==> src/common/core_settings.svh <==
`ifndef CORE_SETTINGS_SVH
`define CORE_SETTINGS_SVH

// program counter value held while rst_n is low
`define CORE_RESET_PC 32'h0000_0000

// number of 32-bit words in the internal data memory, which must be a power of two
`define CORE_DMEM_WORDS 64

// addi x0, x0, 0 is the instruction that fills a cancelled or reset slot
`define CORE_NOP 32'h0000_0013

`endif

==> src/common/core_pkg.sv <==
`default_nettype none

package core_pkg;

    // one machine word carries data, addresses and instruction encodings alike
    typedef logic [31:0] word_t;

    // index into the 32-entry integer register file
    typedef logic [4:0] reg_addr_t;

    // selects which value the write back stage returns to the register file
    typedef logic [2:0] result_src_t;

    // operation performed by the execute stage ALU
    typedef logic [1:0] alu_op_t;

    // decode never produces the reserved result source code 3'b011
    localparam result_src_t RES_ALU = 3'b000;
    localparam result_src_t RES_MEM = 3'b001;
    localparam result_src_t RES_PC4 = 3'b010;
    localparam result_src_t RES_IMM = 3'b100;
    localparam result_src_t RES_IN  = 3'b111;

    // ALU operations
    localparam alu_op_t ALU_ADD = 2'b00;
    localparam alu_op_t ALU_SUB = 2'b01;
    // the compare gives 1 in bit 0 when both operands are equal
    localparam alu_op_t ALU_EQ  = 2'b10;

endpackage

`default_nettype wire

==> src/common/pipe_if.sv <==
`timescale 1ns/1ns
`default_nettype none

// contents of the decode/execute pipeline register
interface decode_exec_io;
    import core_pkg::*;

    logic        reg_write;
    result_src_t result_src;
    logic        mem_write;
    alu_op_t     alu_op;
    // high when the second ALU operand is the immediate
    logic        alu_src;
    logic        branch;
    logic        jump;
    word_t       rs1_data;
    word_t       rs2_data;
    word_t       imm_ext;
    word_t       pc;
    word_t       pc_plus4;
    reg_addr_t   rd;

    modport in (output reg_write, result_src, mem_write, alu_op, alu_src, branch, jump,
                output rs1_data, rs2_data, imm_ext, pc, pc_plus4, rd);
    modport out (input reg_write, result_src, mem_write, alu_op, alu_src, branch, jump,
                 input rs1_data, rs2_data, imm_ext, pc, pc_plus4, rd);
endinterface

// contents of the execute/memory pipeline register
interface exec_mem_io;
    import core_pkg::*;

    logic        reg_write;
    result_src_t result_src;
    logic        mem_write;
    word_t       alu_result;
    // store data is taken from rs2
    word_t       write_data;
    word_t       pc_plus4;
    word_t       imm_ext;
    reg_addr_t   rd;

    modport in (output reg_write, result_src, mem_write, alu_result, write_data,
                output pc_plus4, imm_ext, rd);
    modport out (input reg_write, result_src, mem_write, alu_result, write_data,
                 input pc_plus4, imm_ext, rd);
endinterface

// control half of the memory/write-back pipeline register
interface control_mem_io;
    import core_pkg::*;

    logic        reg_write;
    result_src_t result_src;

    modport in (output reg_write, result_src);
    modport out (input reg_write, result_src);
endinterface

// data half of the memory/write-back pipeline register
interface data_mem_io;
    import core_pkg::*;

    word_t     alu_result;
    word_t     read_data;
    word_t     pc_plus4;
    word_t     imm_ext;
    reg_addr_t rd;

    modport in (output alu_result, read_data, pc_plus4, imm_ext, rd);
    modport out (input alu_result, read_data, pc_plus4, imm_ext, rd);
endinterface

`default_nettype wire

==> src/verilog/core_top.sv <==
`timescale 1ns/1ns
`default_nettype none

module core_top (
    input  wire logic                clk,
    input  wire logic                rst_n,
    output core_pkg::word_t          instr_addr,
    input  wire core_pkg::word_t     instr,
    input  wire core_pkg::word_t     in_data,
    output logic                     reg_write_w,
    output core_pkg::reg_addr_t      rd_w,
    output core_pkg::word_t          result_w
);
    import core_pkg::*;

    word_t next_pc;
    word_t pc_plus4_f;
    word_t instr_d;
    word_t pc_d;
    word_t pc_plus4_d;
    logic  pc_src_e;
    word_t pc_target_e;

    decode_exec_io de_if ();
    exec_mem_io    em_if ();
    control_mem_io cm_if ();
    data_mem_io    dm_if ();

    // the external memory sees the same address that fetch loads at the next edge
    assign instr_addr = next_pc;

    fetch_stage fetch_stage_inst (
        .clk        (clk),
        .rst_n      (rst_n),
        .next_pc    (next_pc),
        .flush      (pc_src_e),
        .instr      (instr),
        .pc_plus4_f (pc_plus4_f),
        .instr_d    (instr_d),
        .pc_d       (pc_d),
        .pc_plus4_d (pc_plus4_d)
    );

    decode_stage decode_stage_inst (
        .clk         (clk),
        .rst_n       (rst_n),
        .instr_d     (instr_d),
        .pc_d        (pc_d),
        .pc_plus4_d  (pc_plus4_d),
        .flush       (pc_src_e),
        .reg_write_w (reg_write_w),
        .rd_w        (rd_w),
        .result_w    (result_w),
        .de_if       (de_if)
    );

    exec_stage exec_stage_inst (
        .clk         (clk),
        .rst_n       (rst_n),
        .de_if       (de_if),
        .em_if       (em_if),
        .pc_src_e    (pc_src_e),
        .pc_target_e (pc_target_e)
    );

    mem_stage mem_stage_inst (
        .clk   (clk),
        .rst_n (rst_n),
        .em_if (em_if),
        .cm_if (cm_if),
        .dm_if (dm_if)
    );

    write_back write_back_inst (
        .cm_if       (cm_if),
        .dm_if       (dm_if),
        .pc_plus4_f  (pc_plus4_f),
        .pc_src_e    (pc_src_e),
        .pc_target_e (pc_target_e),
        .in_data     (in_data),
        .next_pc     (next_pc),
        .reg_write_w (reg_write_w),
        .rd_w        (rd_w),
        .result_w    (result_w)
    );
endmodule

`default_nettype wire

==> src/verilog/decode_stage.sv <==
`timescale 1ns/1ns
`default_nettype none

module decode_stage (
    input  wire logic               clk,
    input  wire logic               rst_n,
    input  wire core_pkg::word_t    instr_d,
    input  wire core_pkg::word_t    pc_d,
    input  wire core_pkg::word_t    pc_plus4_d,
    input  wire logic               flush,
    input  wire logic               reg_write_w,
    input  wire core_pkg::reg_addr_t rd_w,
    input  wire core_pkg::word_t    result_w,
    decode_exec_io.in               de_if
);
    import core_pkg::*;

    // major opcodes of the supported subset where custom-0 carries the in instruction
    localparam logic [6:0] OP_REG     = 7'b0110011;
    localparam logic [6:0] OP_IMM     = 7'b0010011;
    localparam logic [6:0] OP_LUI     = 7'b0110111;
    localparam logic [6:0] OP_LOAD    = 7'b0000011;
    localparam logic [6:0] OP_STORE   = 7'b0100011;
    localparam logic [6:0] OP_BRANCH  = 7'b1100011;
    localparam logic [6:0] OP_JAL     = 7'b1101111;
    localparam logic [6:0] OP_CUSTOM0 = 7'b0001011;

    logic [6:0] opcode;
    logic [2:0] funct3;
    logic [6:0] funct7;
    reg_addr_t  rs1;
    reg_addr_t  rs2;
    reg_addr_t  rd;
    word_t      imm_i;
    word_t      imm_s;
    word_t      imm_b;
    word_t      imm_j;
    word_t      imm_u;

    logic        reg_write_dec;
    result_src_t result_src_dec;
    logic        mem_write_dec;
    alu_op_t     alu_op_dec;
    logic        alu_src_dec;
    logic        branch_dec;
    logic        jump_dec;
    word_t       imm_dec;
    word_t       rs1_data;
    word_t       rs2_data;

    // x0 has no storage so only x1 to x31 exist
    word_t regs [1:31];

    assign opcode = instr_d[6:0];
    assign funct3 = instr_d[14:12];
    assign funct7 = instr_d[31:25];
    assign rs1    = instr_d[19:15];
    assign rs2    = instr_d[24:20];
    assign rd     = instr_d[11:7];

    // every immediate is sign extended from instruction bit 31
    assign imm_i = {{20{instr_d[31]}}, instr_d[31:20]};
    assign imm_s = {{20{instr_d[31]}}, instr_d[31:25], instr_d[11:7]};
    assign imm_b = {{19{instr_d[31]}}, instr_d[31], instr_d[7], instr_d[30:25],
                    instr_d[11:8], 1'b0};
    assign imm_j = {{11{instr_d[31]}}, instr_d[31], instr_d[19:12], instr_d[20],
                    instr_d[30:21], 1'b0};
    assign imm_u = {instr_d[31:12], 12'b0};

    // anything outside the subset decodes to a bubble that writes nothing
    always_comb begin
        reg_write_dec  = 1'b0;
        result_src_dec = RES_ALU;
        mem_write_dec  = 1'b0;
        alu_op_dec     = ALU_ADD;
        alu_src_dec    = 1'b0;
        branch_dec     = 1'b0;
        jump_dec       = 1'b0;
        imm_dec        = imm_i;
        case (opcode)
            OP_REG: begin
                // add and sub differ only in funct7 bit 5
                if (funct3 == 3'b000 && funct7 == 7'b0000000) begin
                    reg_write_dec = 1'b1;
                end else if (funct3 == 3'b000 && funct7 == 7'b0100000) begin
                    reg_write_dec = 1'b1;
                    alu_op_dec    = ALU_SUB;
                end
            end
            OP_IMM: begin
                if (funct3 == 3'b000) begin
                    reg_write_dec = 1'b1;
                    alu_src_dec   = 1'b1;
                end
            end
            OP_LUI: begin
                // the upper immediate bypasses the ALU and comes back from write back
                reg_write_dec  = 1'b1;
                result_src_dec = RES_IMM;
                imm_dec        = imm_u;
            end
            OP_LOAD: begin
                if (funct3 == 3'b010) begin
                    reg_write_dec  = 1'b1;
                    result_src_dec = RES_MEM;
                    alu_src_dec    = 1'b1;
                end
            end
            OP_STORE: begin
                if (funct3 == 3'b010) begin
                    mem_write_dec = 1'b1;
                    alu_src_dec   = 1'b1;
                    imm_dec       = imm_s;
                end
            end
            OP_BRANCH: begin
                if (funct3 == 3'b000) begin
                    branch_dec = 1'b1;
                    alu_op_dec = ALU_EQ;
                    imm_dec    = imm_b;
                end
            end
            OP_JAL: begin
                reg_write_dec  = 1'b1;
                result_src_dec = RES_PC4;
                jump_dec       = 1'b1;
                imm_dec        = imm_j;
            end
            OP_CUSTOM0: begin
                reg_write_dec  = 1'b1;
                result_src_dec = RES_IN;
            end
            default: begin
            end
        endcase
    end

    // the register file is written at the end of the write back cycle
    always_ff @(posedge clk) begin
        if (reg_write_w && rd_w != 5'd0) begin
            regs[rd_w] <= result_w;
        end
    end

    // a write landing this cycle is visible to the read at once
    assign rs1_data = (rs1 == 5'd0) ? '0 :
                      (reg_write_w && rd_w == rs1) ? result_w : regs[rs1];
    assign rs2_data = (rs2 == 5'd0) ? '0 :
                      (reg_write_w && rd_w == rs2) ? result_w : regs[rs2];

    // flush turns the slot into a bubble, and a write to x0 is dropped here already
    always_ff @(posedge clk or negedge rst_n) begin
        if (!rst_n) begin
            de_if.reg_write  <= 1'b0;
            de_if.result_src <= RES_ALU;
            de_if.mem_write  <= 1'b0;
            de_if.alu_op     <= ALU_ADD;
            de_if.alu_src    <= 1'b0;
            de_if.branch     <= 1'b0;
            de_if.jump       <= 1'b0;
        end else if (flush) begin
            de_if.reg_write  <= 1'b0;
            de_if.result_src <= RES_ALU;
            de_if.mem_write  <= 1'b0;
            de_if.alu_op     <= ALU_ADD;
            de_if.alu_src    <= 1'b0;
            de_if.branch     <= 1'b0;
            de_if.jump       <= 1'b0;
        end else begin
            de_if.reg_write  <= reg_write_dec && (rd != 5'd0);
            de_if.result_src <= result_src_dec;
            de_if.mem_write  <= mem_write_dec;
            de_if.alu_op     <= alu_op_dec;
            de_if.alu_src    <= alu_src_dec;
            de_if.branch     <= branch_dec;
            de_if.jump       <= jump_dec;
        end
    end

    always_ff @(posedge clk) begin
        de_if.rs1_data <= rs1_data;
        de_if.rs2_data <= rs2_data;
        de_if.imm_ext  <= imm_dec;
        de_if.pc       <= pc_d;
        de_if.pc_plus4 <= pc_plus4_d;
        de_if.rd       <= rd;
    end
endmodule

`default_nettype wire

==> src/verilog/exec_stage.sv <==
`timescale 1ns/1ns
`default_nettype none

module exec_stage (
    input  wire logic       clk,
    input  wire logic       rst_n,
    decode_exec_io.out      de_if,
    exec_mem_io.in          em_if,
    output logic            pc_src_e,
    output core_pkg::word_t pc_target_e
);
    import core_pkg::*;

    word_t src_b;
    word_t alu_result;

    assign src_b = de_if.alu_src ? de_if.imm_ext : de_if.rs2_data;

    always_comb begin
        case (de_if.alu_op)
            ALU_SUB: alu_result = de_if.rs1_data - src_b;
            // beq only looks at bit 0 of the compare result
            ALU_EQ:  alu_result = {31'b0, de_if.rs1_data == src_b};
            default: alu_result = de_if.rs1_data + src_b;
        endcase
    end

    // both beq and jal are pc relative, so one adder serves as the target
    assign pc_target_e = de_if.pc + de_if.imm_ext;
    assign pc_src_e    = de_if.jump || (de_if.branch && alu_result[0]);

    always_ff @(posedge clk or negedge rst_n) begin
        if (!rst_n) begin
            em_if.reg_write  <= 1'b0;
            em_if.result_src <= RES_ALU;
            em_if.mem_write  <= 1'b0;
        end else begin
            em_if.reg_write  <= de_if.reg_write;
            em_if.result_src <= de_if.result_src;
            em_if.mem_write  <= de_if.mem_write;
        end
    end

    always_ff @(posedge clk) begin
        em_if.alu_result <= alu_result;
        em_if.write_data <= de_if.rs2_data;
        em_if.pc_plus4   <= de_if.pc_plus4;
        em_if.imm_ext    <= de_if.imm_ext;
        em_if.rd         <= de_if.rd;
    end
endmodule

`default_nettype wire

==> src/verilog/fetch_stage.sv <==
`timescale 1ns/1ns
`default_nettype none

`include "core_settings.svh"

module fetch_stage (
    input  wire logic            clk,
    input  wire logic            rst_n,
    input  wire core_pkg::word_t next_pc,
    input  wire logic            flush,
    input  wire core_pkg::word_t instr,
    output core_pkg::word_t      pc_plus4_f,
    output core_pkg::word_t      instr_d,
    output core_pkg::word_t      pc_d,
    output core_pkg::word_t      pc_plus4_d
);
    import core_pkg::*;

    // address of the word that the instruction memory returns on instr this cycle
    word_t pc_f;

    assign pc_plus4_f = pc_f + 32'd4;

    // next_pc also addresses the external memory, so pc_f and instr stay paired
    always_ff @(posedge clk or negedge rst_n) begin
        if (!rst_n) begin
            pc_f <= `CORE_RESET_PC;
        end else begin
            pc_f <= next_pc;
        end
    end

    // a taken branch or jump in execute cancels the instruction fetched this cycle
    always_ff @(posedge clk or negedge rst_n) begin
        if (!rst_n) begin
            instr_d <= `CORE_NOP;
        end else if (flush) begin
            instr_d <= `CORE_NOP;
        end else begin
            instr_d <= instr;
        end
    end

    // pc and pc+4 of the fetched word follow it into decode
    always_ff @(posedge clk) begin
        pc_d       <= pc_f;
        pc_plus4_d <= pc_plus4_f;
    end
endmodule

`default_nettype wire

==> src/verilog/mem_stage.sv <==
`timescale 1ns/1ns
`default_nettype none

`include "core_settings.svh"

module mem_stage (
    input  wire logic clk,
    input  wire logic rst_n,
    exec_mem_io.out   em_if,
    control_mem_io.in cm_if,
    data_mem_io.in    dm_if
);
    import core_pkg::*;

    localparam int unsigned DMEM_IDX_W = $clog2(`CORE_DMEM_WORDS);

    logic [DMEM_IDX_W-1:0] dmem_idx;

    word_t dmem [`CORE_DMEM_WORDS];

    // the byte address drops its low two bits and wraps around the memory depth
    assign dmem_idx = em_if.alu_result[DMEM_IDX_W+1:2];

    always_ff @(posedge clk or negedge rst_n) begin
        if (!rst_n) begin
            cm_if.reg_write  <= 1'b0;
            cm_if.result_src <= RES_ALU;
        end else begin
            cm_if.reg_write  <= em_if.reg_write;
            cm_if.result_src <= em_if.result_src;
        end
    end

    // the read is registered with the rest of the memory/write-back fields
    always_ff @(posedge clk) begin
        if (em_if.mem_write) begin
            dmem[dmem_idx] <= em_if.write_data;
        end
        dm_if.read_data  <= dmem[dmem_idx];
        dm_if.alu_result <= em_if.alu_result;
        dm_if.pc_plus4   <= em_if.pc_plus4;
        dm_if.imm_ext    <= em_if.imm_ext;
        dm_if.rd         <= em_if.rd;
    end
endmodule

`default_nettype wire

==> src/verilog/write_back.sv <==
`timescale 1ns/1ns
`default_nettype none

module write_back (
    control_mem_io.out               cm_if,
    data_mem_io.out                  dm_if,
    input  wire core_pkg::word_t     pc_plus4_f,
    input  wire logic                pc_src_e,
    input  wire core_pkg::word_t     pc_target_e,
    input  wire core_pkg::word_t     in_data,
    output core_pkg::word_t          next_pc,
    output logic                     reg_write_w,
    output core_pkg::reg_addr_t      rd_w,
    output core_pkg::word_t          result_w
);
    import core_pkg::*;

    assign reg_write_w = cm_if.reg_write;
    assign rd_w        = dm_if.rd;

    // in_data is sampled here in write back and the environment holds it steady
    always_comb begin
        case (cm_if.result_src)
            RES_ALU: result_w = dm_if.alu_result;
            RES_MEM: result_w = dm_if.read_data;
            RES_PC4: result_w = dm_if.pc_plus4;
            RES_IMM: result_w = dm_if.imm_ext;
            RES_IN:  result_w = in_data;
            default: result_w = '0;
        endcase
    end

    // next_pc goes straight to the instruction memory as well as to fetch
    assign next_pc = pc_src_e ? pc_target_e : pc_plus4_f;
endmodule

`default_nettype wire
==> config.mk <==
export PLATFORM = sky130hd
export DESIGN_NAME = core_top
export DESIGN_NICKNAME = d
export VERILOG_FILES = /design/src/common/core_pkg.sv /design/src/common/pipe_if.sv /design/src/verilog/core_top.sv /design/src/verilog/decode_stage.sv /design/src/verilog/exec_stage.sv /design/src/verilog/fetch_stage.sv /design/src/verilog/mem_stage.sv /design/src/verilog/write_back.sv
export VERILOG_INCLUDE_DIRS = /design/src /design/src/common
export SDC_FILE = /design/constraint.sdc
export NUM_CORES = 2
export LEC_CHECK = 0
export BUFFER_PORTS_ARGS = -buffer_cell sky130_fd_sc_hd__buf_4
export CAP_MARGIN = 0
export CORE_AREA = 3 3 506 508
export DETAILED_ROUTE_END_ITERATION = 12
export DIE_AREA = 0 0 509 511
export PLACE_DENSITY = 0.72
export SETUP_SLACK_MARGIN = 0.2
export SYNTH_ARGS = -nofsm -noshare
export SYNTH_HDL_FRONTEND = slang
export SYNTH_SLANG_ARGS = --single-unit
==> constraint.sdc <==
create_clock -name clk -period 6.1 [get_ports clk]
set_input_delay 0.61 -clock clk [delete_from_list [all_inputs] [get_ports clk]]
set_output_delay 0.61 -clock clk [all_outputs]
set_load 0.01 [all_outputs]
==> flow_summary_export.csv <==
group,metric,value,unit
place,hpwl,265600,um
die,row_count,184,
die,dieArea,0.2601,sq mm
yosys,ys_seq_area_share,73.32,%
cts,clock_latency,1.03,ns
yosys,syn_nets,8440,
setup_path,critPathRequiredTime,5.49,ns
timing,fin_crit_sh,92.56,%
power_and_ir_drop,switchingPower,0.01903,W
setup_path,critPathKind,"reg -> out",
cells_and_area,syn2layout_area_growth,13.40,%
power_and_ir_drop,seqPwrFrac,46.0,%
timing,setup_viol,0,
timing,slew_headroom,-7.366,%
power_and_ir_drop,ir_worst_vdd,355.4,uV
power_and_ir_drop,combinationalPowerShare,19.7,%
timing,worst_slew_pin_slew,1.601,ns
power_and_ir_drop,total_leakage_power,51.97,nW
timing,clock_skew,0.1080,ns
routing,detail_route.wl_per_cell,35.80,um
yosys,synthTopCellsByArea,"edfxtp_1, mux4_2, dfxtp_1, a22oi_1, mux2i_1",
timing,fmax,0.1771,GHz
setup_path,cp-end-kind,"primary output",
die,io_pins,136,
grt,grt_pass1_wl,611700,um
routing,drtIter0Drc,14750,
routing,vias_per_cell,7.014,
setup_path,crit_path_start_kind,"flop",
yosys,synth_common_cells,"edfxtp_1, a22oi_1, dfxtp_1",
job,drv_cap,3,
cells_and_area,drive_gt1_share,18.60,%
routing,vias,85690,
place,placed_area,0.1475,sq mm
grt,grt_pass1_vias,81490,
cts,cts_tree,"yes",
timing,grt_setup_unrepaired,"no",
power_and_ir_drop,powerDensity,400.7,mW/mm^2
grt,grt_max_degree,123,
grt,antenna_found_initial,27,
cts,htree_levels,5,
cts,cts-root-buf,"clkbuf_16",
place,dp_slack,1.408,ns
yosys,synthDistinctLibCells,82,
grt,gr-usage-all-layers,33.04,%
place,port_buffers,135,
routing,drt_first_pass_iters,6,
cts,cts.path.max_buffers,4,
yosys,synth_top_area_share,64.87,%
yosys,avgSynthCellArea,17.01,sq um
yosys,synthCells,8271,
die,die_h,511,um
run_status,status,"finished, violations left",
place,dp_cells,11510,
die,die-width,509,um
yosys,synth_edf_count,3040,
die,core,0.2516,sq mm
die,start_util,55.93,%
cts,cts_inserted_buffers,370,
yosys,yosysTopAreaCell,"edfxtp_1",
timing,totalNegativeSetupSlack,0,ns
yosys,synth.most_common_cell,"edfxtp_1",
power_and_ir_drop,pwr-share-clk,34.3,%
routing,drt_wl_total,437400,um
power_and_ir_drop,p_int,0.04492,W
timing,finalHoldViolations,0,
cells_and_area,final_cell_area,0.1596,sq mm
cells_and_area,nets,8739,
yosys,dominantRegCellSynth,"edfxtp_1",
grt,grt-ovfl-total,0,
cts,cts.sinks,3613,
place,gp_congestion,0.9726,
yosys,syn_area,0.1407,sq mm
yosys,ys_ff_latch,3613,
run_status,violations,"capacitance limit, slew limit",
cells_and_area,final_cells,12220,
yosys,ys.warnings.count,0,
cts,path_clk_slew,0.06,ns
worst_hold_path,min_path_type,"in -> async",
power_and_ir_drop,switching_share,29.76,%
setup_path,arrival,5.04,ns
yosys,ys_async_sr_fraction,2.270,%
timing,min_period,5.646,ns
timing,hold_slack,0.2071,ns
setup_path,path_max_fanout,44,
routing,antenna_left,0,
routing,drc,0,
timing,slew_viol_final,3,
timing,layout_setup_ws,0.4537,ns
## placed cells by master, fill, tap and decap left out, drive strengths merged, types with 12 or more instances in the layout
cell type,n
ha,100
a21o,33
nor2b,39
dfrtp,79
and3,20
a211oi,251
xor2,24
o21bai,14
clkinv,145
a22oi,698
clkbuf,463
and2,39
a31oi,152
bufinv,26
xnor2,51
a22o,184
buf,458
nor2,349
edfxtp,3040
nand2b,17
dlygate4sd3,33
nand3,87
mux4,453
o221ai,25
a21oi,323
clkinvlp,16
inv,120
dfxtp,491
nor4,12
nand2,143
o21a,12
nor3,43
o31ai,15
mux2i,282
o21ai,120
a221oi,196
o22ai,58
nand4,122
## critical path: stages (launching register included)
cell,delay [ns]
dfrtp_2,0.64
buf_4,0.38
mux2i_1,0.15
ha_1,0.46
nand2_1,0.18
nor3_1,0.47
nand3_1,0.23
o31ai_4,0.41
a21o_1,0.18
buf_4,0.39
mux2_2,0.40
buf_4,0.15
## flip-flops by register name (all words and copies together) (netlist names), 32 cells and up
name / cells
decode_stage_inst.de_if.imm_ext: 32
decode_stage_inst.de_if.pc: 32
decode_stage_inst.de_if.rs1_data: 32
decode_stage_inst.de_if.rs2_data: 32
decode_stage_inst.regs: 992
exec_stage_inst.em_if.alu_result: 32
exec_stage_inst.em_if.imm_ext: 32
exec_stage_inst.em_if.pc_plus4: 32
exec_stage_inst.em_if.write_data: 32
fetch_stage_inst.instr_d: 32
fetch_stage_inst.pc_d: 32
fetch_stage_inst.pc_f: 32
mem_stage_inst.dm_if.alu_result: 32
mem_stage_inst.dm_if.imm_ext: 32
mem_stage_inst.dm_if.pc_plus4: 32
mem_stage_inst.dm_if.read_data: 32
mem_stage_inst.dmem: 2048
## layer usage
metal / vias to the layer above / wire [um] / part of all wire (%) / global-route usage (%)
li1: 34590 / - / - / -
met1: 43770 / 160000 / 37 / 46.34
met2: 6378 / 191200 / 44 / 47.36
met3: 947 / 66130 / 15 / 12.04
met4: 4 / 19970 / 4.6 / 12.94
met5: - / 22 / 0.0050 / 0
## area by class of cell
class	instances	area, sq um
Clock buffer	462	9961
Multi-Input combinational cell	3984	35750
Fill cell	17080	92050
Tap cell	3348	4189
Timing Repair Buffer	492	4252
Sequential cell	3613	103200
Antenna cell	10	25.02
Inverter	109	409.1
Clock inverter	198	1747
## logic make-up after synthesis
group / Yosys count / synth area share [%]
XOR/XNOR: 75 / 0.4668
multiplexers: 740 / 9.296
flip-flops: 3613 / 73.32
AND/OR/NAND/NOR: 920 / 3.145
buffers and inverters: 674 / 1.909
adder cells (fa/ha/maj): 103 / 0.9318
AO/OA/AOI/OAI: 2146 / 10.94
## metrics by stage
step	total power, W	util, %
4_1_cts	0.06359	63.40
6_report	0.06395	63.42
3_5_place_dp	0.04199	58.61
5_1_grt	0.06544	63.41
2_1_floorplan	0.03581	-
3_3_place_gp	0.04184	58.61
## power by group through the flow
stage | combinational [W] | sequential, W | clock, W
after detailed placement | 0.0121 | 0.0299 | 0
after floorplan | 0.00603 | 0.0298 | 0
after global routing | 0.0130 | 0.0294 | 0.0230
after global placement | 0.0119 | 0.0299 | 0
after CTS | 0.0122 | 0.0294 | 0.0220
final | 0.0126 | 0.0294 | 0.0219
## repair_timing
item | CTS | global route
endpoints found under the setup margin | 0 | 13
hold buffers | 33 | 0
endpoints found under the hold margin | 79 | 0
gates resized for setup | 0 | 1
setup buffers | 0 | 0
## final timing paths
kind | startpoint | to | slack (ns) | depth (start not counted)
worst max-delay path | decode_stage_inst.de_if.alu_src$_DFF_PN0_ | instr_addr[26] | 0.45 | 11
worst max register to register | decode_stage_inst.de_if.alu_src$_DFF_PN0_ | exec_stage_inst.em_if.alu_result[31]$_DFF_P_ | 1.55 | 11
max in group asynchronous | rst_n | fetch_stage_inst.instr_d[18]$_DFF_PN0_ | 4.73 | 3
worst min-delay path | rst_n | fetch_stage_inst.pc_f[20]$_DFF_PN0_ | 0.21 | 2
worst min register to register | exec_stage_inst.em_if.alu_result[31]$_DFF_P_ | mem_stage_inst.dm_if.alu_result[31]$_DFF_P_ | 0.28 | 0
min in group clk | exec_stage_inst.em_if.alu_result[31]$_DFF_P_ | mem_stage_inst.dm_if.alu_result[31]$_DFF_P_ | 0.28 | 0
Power figures use the tool's default switching activity.
